File: src/rtl/cpu_pkg.sv
package cpu_pkg;

        typedef logic [31:0] word_t;            // data or instruction word
        typedef logic [4:0]  reg_idx_t;         // register number
        typedef logic [5:0]  imem_addr_t;       // instruction memory word address

        // alu operations, 3 bits
        typedef enum logic [2:0] {
                ALU_ADD,
                ALU_SUB,
                ALU_AND,
                ALU_OR,
                ALU_SLT,
                ALU_LUI,
                ALU_PASS
        } alu_op_t;

        localparam int IMEM_DEPTH = 64;         // words of instruction memory
        localparam int NUM_REGS   = 32;

        // opcodes, mips values
        localparam logic [5:0] OP_RTYPE = 6'h00;
        localparam logic [5:0] OP_J     = 6'h02;
        localparam logic [5:0] OP_BEQ   = 6'h04;
        localparam logic [5:0] OP_BNE   = 6'h05;
        localparam logic [5:0] OP_ADDI  = 6'h08;
        localparam logic [5:0] OP_SLTI  = 6'h0a;
        localparam logic [5:0] OP_ANDI  = 6'h0c;
        localparam logic [5:0] OP_ORI   = 6'h0d;
        localparam logic [5:0] OP_LUI   = 6'h0f;

        // r-type function codes
        localparam logic [5:0] FN_ADD = 6'h20;
        localparam logic [5:0] FN_SUB = 6'h22;
        localparam logic [5:0] FN_AND = 6'h24;
        localparam logic [5:0] FN_OR  = 6'h25;
        localparam logic [5:0] FN_SLT = 6'h2a;

        // field positions in the instruction word
        localparam int OPCODE_MSB = 31, OPCODE_LSB = 26;
        localparam int RS_MSB = 25, RS_LSB = 21;
        localparam int RT_MSB = 20, RT_LSB = 16;
        localparam int RD_MSB = 15, RD_LSB = 11;
        localparam int FUNCT_MSB = 5, FUNCT_LSB = 0;
        localparam int IMM_MSB = 15, IMM_LSB = 0;
        localparam int JIDX_MSB = 25, JIDX_LSB = 0;

endpackage
File: src/rtl/cpu_top.sv
`timescale 1ns/1ps

module cpu_top import cpu_pkg::*; (
        input  logic       clk,
        input  logic       arst_n,
        input  logic       load_en,
        input  imem_addr_t load_addr,
        input  word_t      load_data,
        input  logic       run,
        output logic       wb_valid,
        output reg_idx_t   wb_reg,
        output word_t      wb_data
);

        // fetch/decode
        word_t    id_instr, id_pc;
        logic     id_valid;
        // decode outputs
        alu_op_t  alu_op;
        logic     use_imm, zero_ext, writes_rd, writes_rt, is_beq, is_bne, is_jump;
        word_t    rs_data, rt_data;
        // decode/execute
        logic     ex_valid, ex_writes, ex_is_beq, ex_is_bne, ex_is_jump;
        alu_op_t  ex_alu_op;
        word_t    ex_a, ex_b, ex_target;
        reg_idx_t ex_dest;
        // execute feedback
        logic     ex_fwd_valid, redirect;
        reg_idx_t ex_fwd_reg;
        word_t    ex_fwd_data, redirect_pc;

        instr_fetch u_fetch (
                .clk, .arst_n, .load_en, .load_addr, .load_data, .run,
                .redirect, .redirect_pc, .id_instr, .id_pc, .id_valid
        );

        control_decoder u_ctrl (
                .id_instr, .alu_op, .use_imm, .zero_ext, .writes_rd, .writes_rt,
                .is_beq, .is_bne, .is_jump
        );

        register_file u_regs (
                .clk, .arst_n,
                .rs_idx  (id_instr[RS_MSB:RS_LSB]),
                .rt_idx  (id_instr[RT_MSB:RT_LSB]),
                .rs_data, .rt_data,
                .wr_en   (wb_valid),    // writes one edge after the wb register
                .wr_idx  (wb_reg),
                .wr_data (wb_data)
        );

        operand_stage u_opnd (
                .clk, .arst_n, .id_instr, .id_pc, .id_valid,
                .alu_op, .use_imm, .zero_ext, .writes_rd, .writes_rt, .is_beq, .is_bne, .is_jump,
                .rs_data, .rt_data, .ex_fwd_valid, .ex_fwd_reg, .ex_fwd_data,
                .wb_valid, .wb_reg, .wb_data, .redirect,
                .ex_valid, .ex_alu_op, .ex_a, .ex_b, .ex_dest, .ex_writes,
                .ex_is_beq, .ex_is_bne, .ex_is_jump, .ex_target
        );

        execute_unit u_exec (
                .clk, .arst_n, .ex_valid, .ex_alu_op, .ex_a, .ex_b, .ex_dest, .ex_writes,
                .ex_is_beq, .ex_is_bne, .ex_is_jump, .ex_target,
                .ex_fwd_valid, .ex_fwd_reg, .ex_fwd_data, .redirect, .redirect_pc,
                .wb_valid, .wb_reg, .wb_data
        );

endmodule

File: src/rtl/execute_unit.sv
`timescale 1ns/1ps

module execute_unit import cpu_pkg::*; (
        input  logic     clk,
        input  logic     arst_n,
        input  logic     ex_valid,
        input  alu_op_t  ex_alu_op,
        input  word_t    ex_a,
        input  word_t    ex_b,
        input  reg_idx_t ex_dest,
        input  logic     ex_writes,
        input  logic     ex_is_beq,
        input  logic     ex_is_bne,
        input  logic     ex_is_jump,
        input  word_t    ex_target,
        output logic     ex_fwd_valid,
        output reg_idx_t ex_fwd_reg,
        output word_t    ex_fwd_data,
        output logic     redirect,
        output word_t    redirect_pc,
        output logic     wb_valid,
        output reg_idx_t wb_reg,
        output word_t    wb_data
);

        word_t alu_result;
        logic  operands_eq;
        logic  taken;

        // alu
        always_comb begin
                case (ex_alu_op)
                ALU_ADD: alu_result = ex_a + ex_b;
                ALU_SUB: alu_result = ex_a - ex_b;
                ALU_AND: alu_result = ex_a & ex_b;
                ALU_OR:  alu_result = ex_a | ex_b;
                ALU_SLT: alu_result = {31'd0, $signed(ex_a) < $signed(ex_b)};
                ALU_LUI: alu_result = {ex_b[15:0], 16'h0000};  // imm up by 16
                default: alu_result = ex_a;                    // pass
                endcase
        end

        // branch resolution
        assign operands_eq = (ex_a == ex_b);
        assign taken = ex_valid &&
                       ((ex_is_beq && operands_eq) ||
                        (ex_is_bne && !operands_eq) ||
                        ex_is_jump);

        // one-cycle pulse, flushes fetch/decode and decode/execute
        assign redirect    = taken;
        assign redirect_pc = ex_target;

        // forward to decode, r0 results dropped
        assign ex_fwd_valid = ex_valid && ex_writes && (ex_dest != '0);
        assign ex_fwd_reg   = ex_dest;
        assign ex_fwd_data  = alu_result;

        // writeback register
        always_ff @(posedge clk or negedge arst_n) begin
                if (!arst_n) begin
                        wb_valid <= 1'b0;
                end else begin
                        wb_valid <= ex_fwd_valid;       // branches and jumps never write
                end
        end

        always_ff @(posedge clk) begin
                wb_reg  <= ex_dest;
                wb_data <= alu_result;
        end

endmodule

File: src/rtl/operand_stage.sv
`timescale 1ns/1ps

module operand_stage import cpu_pkg::*; (
        input  logic     clk,
        input  logic     arst_n,
        input  word_t    id_instr,
        input  word_t    id_pc,
        input  logic     id_valid,
        input  alu_op_t  alu_op,
        input  logic     use_imm,
        input  logic     zero_ext,
        input  logic     writes_rd,
        input  logic     writes_rt,
        input  logic     is_beq,
        input  logic     is_bne,
        input  logic     is_jump,
        input  word_t    rs_data,
        input  word_t    rt_data,
        input  logic     ex_fwd_valid,
        input  reg_idx_t ex_fwd_reg,
        input  word_t    ex_fwd_data,
        input  logic     wb_valid,
        input  reg_idx_t wb_reg,
        input  word_t    wb_data,
        input  logic     redirect,
        output logic     ex_valid,
        output alu_op_t  ex_alu_op,
        output word_t    ex_a,
        output word_t    ex_b,
        output reg_idx_t ex_dest,
        output logic     ex_writes,
        output logic     ex_is_beq,
        output logic     ex_is_bne,
        output logic     ex_is_jump,
        output word_t    ex_target
);

        reg_idx_t    rs_idx, rt_idx, rd_idx;
        logic [15:0] imm;
        word_t       imm_ext, rs_fwd, rt_fwd, pc_plus4, br_target, j_target;

        assign rs_idx = id_instr[RS_MSB:RS_LSB];
        assign rt_idx = id_instr[RT_MSB:RT_LSB];
        assign rd_idx = id_instr[RD_MSB:RD_LSB];
        assign imm    = id_instr[IMM_MSB:IMM_LSB];

        // newest value first: execute, then writeback, then the regfile
        assign rs_fwd = (ex_fwd_valid && ex_fwd_reg == rs_idx && rs_idx != '0) ? ex_fwd_data :
                        (wb_valid && wb_reg == rs_idx && rs_idx != '0) ? wb_data : rs_data;
        assign rt_fwd = (ex_fwd_valid && ex_fwd_reg == rt_idx && rt_idx != '0) ? ex_fwd_data :
                        (wb_valid && wb_reg == rt_idx && rt_idx != '0) ? wb_data : rt_data;

        assign imm_ext   = zero_ext ? {16'h0000, imm} : {{16{imm[15]}}, imm};
        assign pc_plus4  = id_pc + 32'd4;
        assign br_target = pc_plus4 + {{14{imm[15]}}, imm, 2'b00};     // always signed offset
        assign j_target  = {pc_plus4[31:28], id_instr[JIDX_MSB:JIDX_LSB], 2'b00};

        // decode/execute control, bubble on flush
        always_ff @(posedge clk or negedge arst_n) begin
                if (!arst_n) begin
                        ex_valid   <= 1'b0;
                        ex_writes  <= 1'b0;
                        ex_is_beq  <= 1'b0;
                        ex_is_bne  <= 1'b0;
                        ex_is_jump <= 1'b0;
                end else begin
                        ex_valid   <= id_valid && !redirect;
                        ex_writes  <= writes_rd || writes_rt;
                        ex_is_beq  <= is_beq;
                        ex_is_bne  <= is_bne;
                        ex_is_jump <= is_jump;
                end
        end

        // decode/execute payload
        always_ff @(posedge clk) begin
                ex_alu_op <= alu_op;
                ex_a      <= rs_fwd;
                ex_b      <= use_imm ? imm_ext : rt_fwd;  // branches keep rt for compare
                ex_dest   <= writes_rd ? rd_idx : rt_idx;
                ex_target <= is_jump ? j_target : br_target;
        end

endmodule

File: src/rtl/register_file.sv
`timescale 1ns/1ps

module register_file import cpu_pkg::*; (
        input  logic     clk,
        input  logic     arst_n,
        input  reg_idx_t rs_idx,
        input  reg_idx_t rt_idx,
        output word_t    rs_data,
        output word_t    rt_data,
        input  logic     wr_en,
        input  reg_idx_t wr_idx,
        input  word_t    wr_data
);

        word_t regs [NUM_REGS];

        // write on the edge, r0 never written
        always_ff @(posedge clk or negedge arst_n) begin
                if (!arst_n) begin
                        for (int i = 0; i < NUM_REGS; i++) begin
                                regs[i] <= '0;
                        end
                end else if (wr_en && wr_idx != '0) begin
                        regs[wr_idx] <= wr_data;
                end
        end

        // async reads, no bypass here (operand_stage forwards from wb)
        assign rs_data = (rs_idx == '0) ? '0 : regs[rs_idx];
        assign rt_data = (rt_idx == '0) ? '0 : regs[rt_idx];

endmodule

File: src/rtl/control_decoder.sv
`timescale 1ns/1ps

module control_decoder import cpu_pkg::*; (
        input  word_t   id_instr,
        output alu_op_t alu_op,
        output logic    use_imm,
        output logic    zero_ext,
        output logic    writes_rd,
        output logic    writes_rt,
        output logic    is_beq,
        output logic    is_bne,
        output logic    is_jump
);

        logic [5:0] opcode;
        logic [5:0] funct;

        assign opcode = id_instr[OPCODE_MSB:OPCODE_LSB];
        assign funct  = id_instr[FUNCT_MSB:FUNCT_LSB];

        always_comb begin
                // defaults act as a no-op
                alu_op    = ALU_PASS;
                use_imm   = 1'b0;
                zero_ext  = 1'b0;
                writes_rd = 1'b0;
                writes_rt = 1'b0;
                is_beq    = 1'b0;
                is_bne    = 1'b0;
                is_jump   = 1'b0;

                case (opcode)
                OP_RTYPE: begin
                        writes_rd = 1'b1;
                        case (funct)
                        FN_ADD:  alu_op = ALU_ADD;
                        FN_SUB:  alu_op = ALU_SUB;
                        FN_AND:  alu_op = ALU_AND;
                        FN_OR:   alu_op = ALU_OR;
                        FN_SLT:  alu_op = ALU_SLT;
                        default: writes_rd = 1'b0;      // unknown funct, incl. sll nop
                        endcase
                end
                OP_ADDI: begin
                        alu_op    = ALU_ADD;
                        use_imm   = 1'b1;
                        writes_rt = 1'b1;
                end
                OP_ANDI, OP_ORI: begin
                        alu_op    = (opcode == OP_ANDI) ? ALU_AND : ALU_OR;
                        use_imm   = 1'b1;
                        zero_ext  = 1'b1;       // logical immediates zero extend
                        writes_rt = 1'b1;
                end
                OP_SLTI: begin
                        alu_op    = ALU_SLT;    // signed compare
                        use_imm   = 1'b1;
                        writes_rt = 1'b1;
                end
                OP_LUI: begin
                        alu_op    = ALU_LUI;
                        use_imm   = 1'b1;
                        zero_ext  = 1'b1;
                        writes_rt = 1'b1;
                end
                OP_BEQ:  is_beq  = 1'b1;        // compares rs and rt in execute
                OP_BNE:  is_bne  = 1'b1;
                OP_J:    is_jump = 1'b1;
                default: ;                      // unknown opcode
                endcase
        end

endmodule

File: src/rtl/instr_fetch.sv
`timescale 1ns/1ps

module instr_fetch import cpu_pkg::*; (
        input  logic       clk,
        input  logic       arst_n,
        input  logic       load_en,
        input  imem_addr_t load_addr,
        input  word_t      load_data,
        input  logic       run,
        input  logic       redirect,
        input  word_t      redirect_pc,
        output word_t      id_instr,
        output word_t      id_pc,
        output logic       id_valid
);

        word_t      imem [IMEM_DEPTH];  // no reset, contents survive arst_n
        word_t      pc;                 // byte address
        imem_addr_t fetch_idx;
        word_t      fetch_word;

        assign fetch_idx  = pc[7:2];    // word index, wraps at 64
        assign fetch_word = imem[fetch_idx];  // async read

        // load port, only while stopped
        always_ff @(posedge clk) begin
                if (load_en && !run) begin
                        imem[load_addr] <= load_data;
                end
        end

        // pc update
        always_ff @(posedge clk or negedge arst_n) begin
                if (!arst_n) begin
                        pc <= '0;
                end else if (redirect) begin
                        pc <= redirect_pc;      // taken branch or jump, even when stopped
                end else if (run) begin
                        pc <= pc + 32'd4;
                end
                // run low: pc holds, resumes at the same word
        end

        // fetch/decode valid
        always_ff @(posedge clk or negedge arst_n) begin
                if (!arst_n) begin
                        id_valid <= 1'b0;
                end else begin
                        id_valid <= run && !redirect;   // bubble when stopped or flushed
                end
        end

        // payload of fetch/decode
        always_ff @(posedge clk) begin
                id_instr <= fetch_word;
                id_pc    <= pc;
        end

endmodule

File: config.mk
export PLATFORM = sky130hd
export DESIGN_NAME = cpu_top
export DESIGN_NICKNAME = d
export VERILOG_FILES = /design/src/rtl/cpu_pkg.sv /design/src/rtl/cpu_top.sv /design/src/rtl/execute_unit.sv /design/src/rtl/operand_stage.sv /design/src/rtl/register_file.sv /design/src/rtl/control_decoder.sv /design/src/rtl/instr_fetch.sv
export SDC_FILE = /design/constraint.sdc
export NUM_CORES = 2
export LEC_CHECK = 0
export BUFFER_PORTS_ARGS = -buffer_cell sky130_fd_sc_hd__buf_2
export CAP_MARGIN = 20
export CORE_AREA = 2 2 566 850
export DETAILED_ROUTE_END_ITERATION = 8
export DIE_AREA = 0 0 568 852
export PLACE_DENSITY = 0.44
export SLEW_MARGIN = 20
export SYNTH_ARGS = -nofsm -noshare
export SYNTH_HDL_FRONTEND = slang
export SYNTH_SLANG_ARGS = --single-unit
export TNS_END_PERCENT = 1
File: constraint.sdc
create_clock -name clk -period 3 [get_ports clk]
set_input_delay 0.15 -clock clk [delete_from_list [all_inputs] [get_ports clk]]
set_output_delay 0.15 -clock clk [all_outputs]
set_load 0.02 [all_outputs]
==> impl_metrics.tcl <==
set metrics [dict create \
    route.antenna.remaining_nets 0 \
    placement_rows 311 \
    grt_pass1_wl_um 666000 \
    max-cap-violations 0 \
    mappedNetlistArea_um2 143000 \
    final.setup.tns_ps -4990 \
    switching_power_mw 45.3 \
    gp_routability_congestion 0.870 \
    power.leakage_nw 63.2 \
    yosys-mux-area-fraction_pct 29.1 \
    finalWorstPathRequiredPeriod_ps 3250 \
    largest_family_of_logic_cells_by_synthesized_area "multiplexers" \
    io_buffers 79 \
    detail_route.wirelength_um 470000 \
    yosys-top-cells-area "sky130_fd_sc_hd__edfxtp_1 (43%), sky130_fd_sc_hd__mux4_2 (21%), sky130_fd_sc_hd__dfrtp_1 (18%)" \
    p_int_mw 94.9 \
    end_kind "flip-flop" \
    drt_iter0_markers 5557 \
    finalMaxSlewViolations 0 \
    io-pin-count 80 \
    startpoint_type "flip-flop" \
    cts_tree "built" \
    finalInstanceArea_um2 171000 \
    synth_edf_count 2048 \
    numClockSinks 3238 \
    nNetsFinal 8392 \
    drc 0 \
    largest-register "u_fetch.imem" \
    fin_worst_skew_ps 96.3 \
    pwr_density_cell_nw_per_um2 821 \
    largestRegisters "u_fetch.imem x2048, u_regs.regs x1024" \
    worst-setup-path-type "flip-flop to flip-flop" \
    clockBufferDepth 4 \
    syn_nets 7712 \
    min_path_type "input port to async pin" \
    synthDistinctLibCells 80 \
    multi_input_gate_area_in_the_final_layout_um2 50800 \
    power.clock.fraction_pct 30.5 \
    worst_ir_drop_vdd_mv 0.657 \
    synth_compound_area_share_pct 2.35 \
    layout-drive-gt1-share_pct 47.7 \
    seq_area_um2 90600 \
    synth_fa_ha_area_share_pct 1.10 \
    cts.root.buffer_cell "sky130_fd_sc_hd__clkbuf_16" \
    routed-via-count 77300 \
    share_of_yosys_cell_area_claimed_by_the_top_area_cell_type_pct 43.1 \
    grt_util_all_layers_pct 19.3 \
    synth.yosys.warnings 0 \
    areaGrowthSynthToFinish_pct 19.8 \
    xor_xnor_share_of_the_synthesized_area_pct 0.412 \
    die_width_um 568 \
    post_synth.cell_area_avg_um2 18.9 \
    synth_top_cell_by_area "sky130_fd_sc_hd__edfxtp_1" \
    detail_route.vias_per_cell 5.23 \
    async_reset_ff_share_pct 32.0 \
    wire_per_inst_um 31.8 \
    comb_power_share_pct 33.4 \
    power.switching_fraction_pct 32.3 \
    synthesis.instances 7546 \
    floorplan.initialDensity_pct 29.9 \
    timing.fmax_ghz 0.308 \
    synth_simple_gate_area_share_pct 1.56 \
    p_seq_share_pct 36.1 \
    finish.utilization_pct 35.8 \
    design.die.area_um2 484000 \
    postSynth.topFlopCell "sky130_fd_sc_hd__edfxtp_1" \
    placedInstanceArea_um2 158000 \
    max_slew.worst_pin.slew_ps 1070 \
    share_of_the_clock_period_used_by_the_worst_path_pct 108 \
    detailedPlacementHpwl_um 293000 \
    worst_slew_margin_rel_pct 28.9 \
    grt_start_max_net_pins 133 \
    outcome "complete, but fails checks" \
    drt_first_pass_iters 5 \
    pre_cts_slack_ps -690 \
    ys_seq_area_share_pct 63.5 \
    path_max_fanout 4 \
    clk_pin_slew_ps 60 \
    nFillCells 44100 \
    antenna_found_initial 27 \
    htree_num_levels 5 \
    hold_ws_ps 60.5 \
    core_area_um2 477000 \
    setup_slack_ps -245 \
    grt_setup_unrepaired "true" \
    setup_violations 59 \
    violations_in_the_final_reports "setup timing" \
    worstPathArrival_ps 4050 \
    largest_register_ffs 2048 \
    critical_path_required_ps 3800 \
    die_y_um 852 \
    timing_hold_violations_final 0 \
    cts_inserted_buffers 342 \
    grt_overflow_total 0 \
    yosys_register_bits 3238 \
    via_count_of_the_first_global_routing_pass 84400 \
    worst_skew_pair.late_latency_ps 1040 \
]
[cell type report]
class	count	share of cell area, %
flip-flops and latches	3238	53.0
multi-input cells	3561	29.8
diodes	3	0.00439
inverters	126	0.277
repair buffers	957	5.84
clock buffers	442	5.47
clock inverters	183	1.02
well taps	6260	4.59
[Yosys cell counts, drive strengths merged (39+ instances only)]
library cell / number
clkbuf: 435
dfxtp: 153
edfxtp: 2048
o21ai: 101
inv: 124
a221oi: 39
buf: 186
ha: 121
mux4: 1312
nor2: 202
dfrtp: 1037
mux2: 1037
xnor2: 45
nand2: 124
a21oi: 160
[cell usage in the layout, fill, tap and decap left out, drive strengths merged, types with 13 or more instances in the layout]
cell            n
dfxtp         153
edfxtp       2048
xor2           22
o21ai         101
buf           912
o221ai         13
ha            121
xnor2          45
bufinv         25
a31oi          14
clkinv        124
a221oi         39
a21oi         160
mux2i          23
nor3           18
nand2b         15
nand2         124
inv           142
clkbuf        442
o21bai         14
o31ai          17
o22ai          16
mux2         1037
mux4         1312
dlygate4sd3    44
a21o           22
a211oi         31
clkinvlp       18
dfrtp        1037
nor2          202
o211ai         14
nand3          29
[worst max-delay path, stage by stage (launching register included)]
cell                        delay [ps]
sky130_fd_sc_hd__dfxtp_2           340
sky130_fd_sc_hd__inv_2              50
sky130_fd_sc_hd__ha_4              240
sky130_fd_sc_hd__or4_4             540
sky130_fd_sc_hd__or3_4             360
sky130_fd_sc_hd__a21oi_4           210
sky130_fd_sc_hd__o21ai_4            90
sky130_fd_sc_hd__a2111oi_4         310
sky130_fd_sc_hd__buf_4             200
sky130_fd_sc_hd__nor2_4             50
sky130_fd_sc_hd__nor2_1            130
sky130_fd_sc_hd__mux2_4            330
sky130_fd_sc_hd__o22ai_4           160
sky130_fd_sc_hd__o221ai_2          110
[layer usage]
layer	track usage (%)	vias to the layer above	wire length, um
met5	0	-	0
met4	6.06	0	16200
met3	2.26	651	17500
met2	35.3	1808	251000
met1	23.5	42900	186000
li1	-	32000	-
[what timing repair did]
| item | CTS | global route |
|---|---|---|
| gates cloned | 1 | 0 |
| hold buffers | 42 | 3 |
| hold endpoints to repair | 2700 | 192 |
| pin swaps | 38 | 34 |
| setup buffers | 2 | 3 |
| setup endpoints to repair | 110 | 119 |
| gates resized for setup | 147 | 78 |
[path summary, 6_finish.rpt]
check | start | to | slack [ps] | cells after the start
worst max-delay path | u_opnd.ex_b[8] | u_opnd.ex_b[25] | -250 | 13
min in group clk | load_en | u_fetch.imem[10][24] | 120 | 5
worst min register to register | u_regs.regs[1016] | u_regs.regs[1016] | 400 | 0
worst min-delay path | arst_n | u_regs.regs[313] | 60 | 3
worst max register to register | u_opnd.ex_b[8] | u_opnd.ex_b[25] | -250 | 13
max in group asynchronous | arst_n | u_regs.regs[677] | 2150 | 3
[kinds of logic (layout without fill, tap and decap cells)]
group	Yosys count	after routing
AOI/OAI and AO/OA	513	513
xor gates and xnor gates	67	67
DFF	3238	3238
buffers and inverters	747	1708
and+or+nand+nor	485	485
muxes	2372	2372
other	0	3
adders and majority gates	124	124
[power groups by stage]
stage	combinational (mW)	sequential, mW	clock (mW)
2_1_floorplan	26.7	50.5	0
3_3_place_gp	46.6	51.5	0
3_5_place_dp	46.7	51.6	0
4_1_cts	47.6	50.7	44.0
5_1_grt	49.6	50.8	45.6
6_report	46.8	50.6	42.8
[stage by stage]
step / cells / power [mW]
floorplan: 7546 / 77.2
global placement: 14100 / 98.1
detailed placement: 14100 / 98.2
CTS: 14800 / 142
global route: 14800 / 146
finish: 14800 / 140
(Power assumes the default switching activity.)
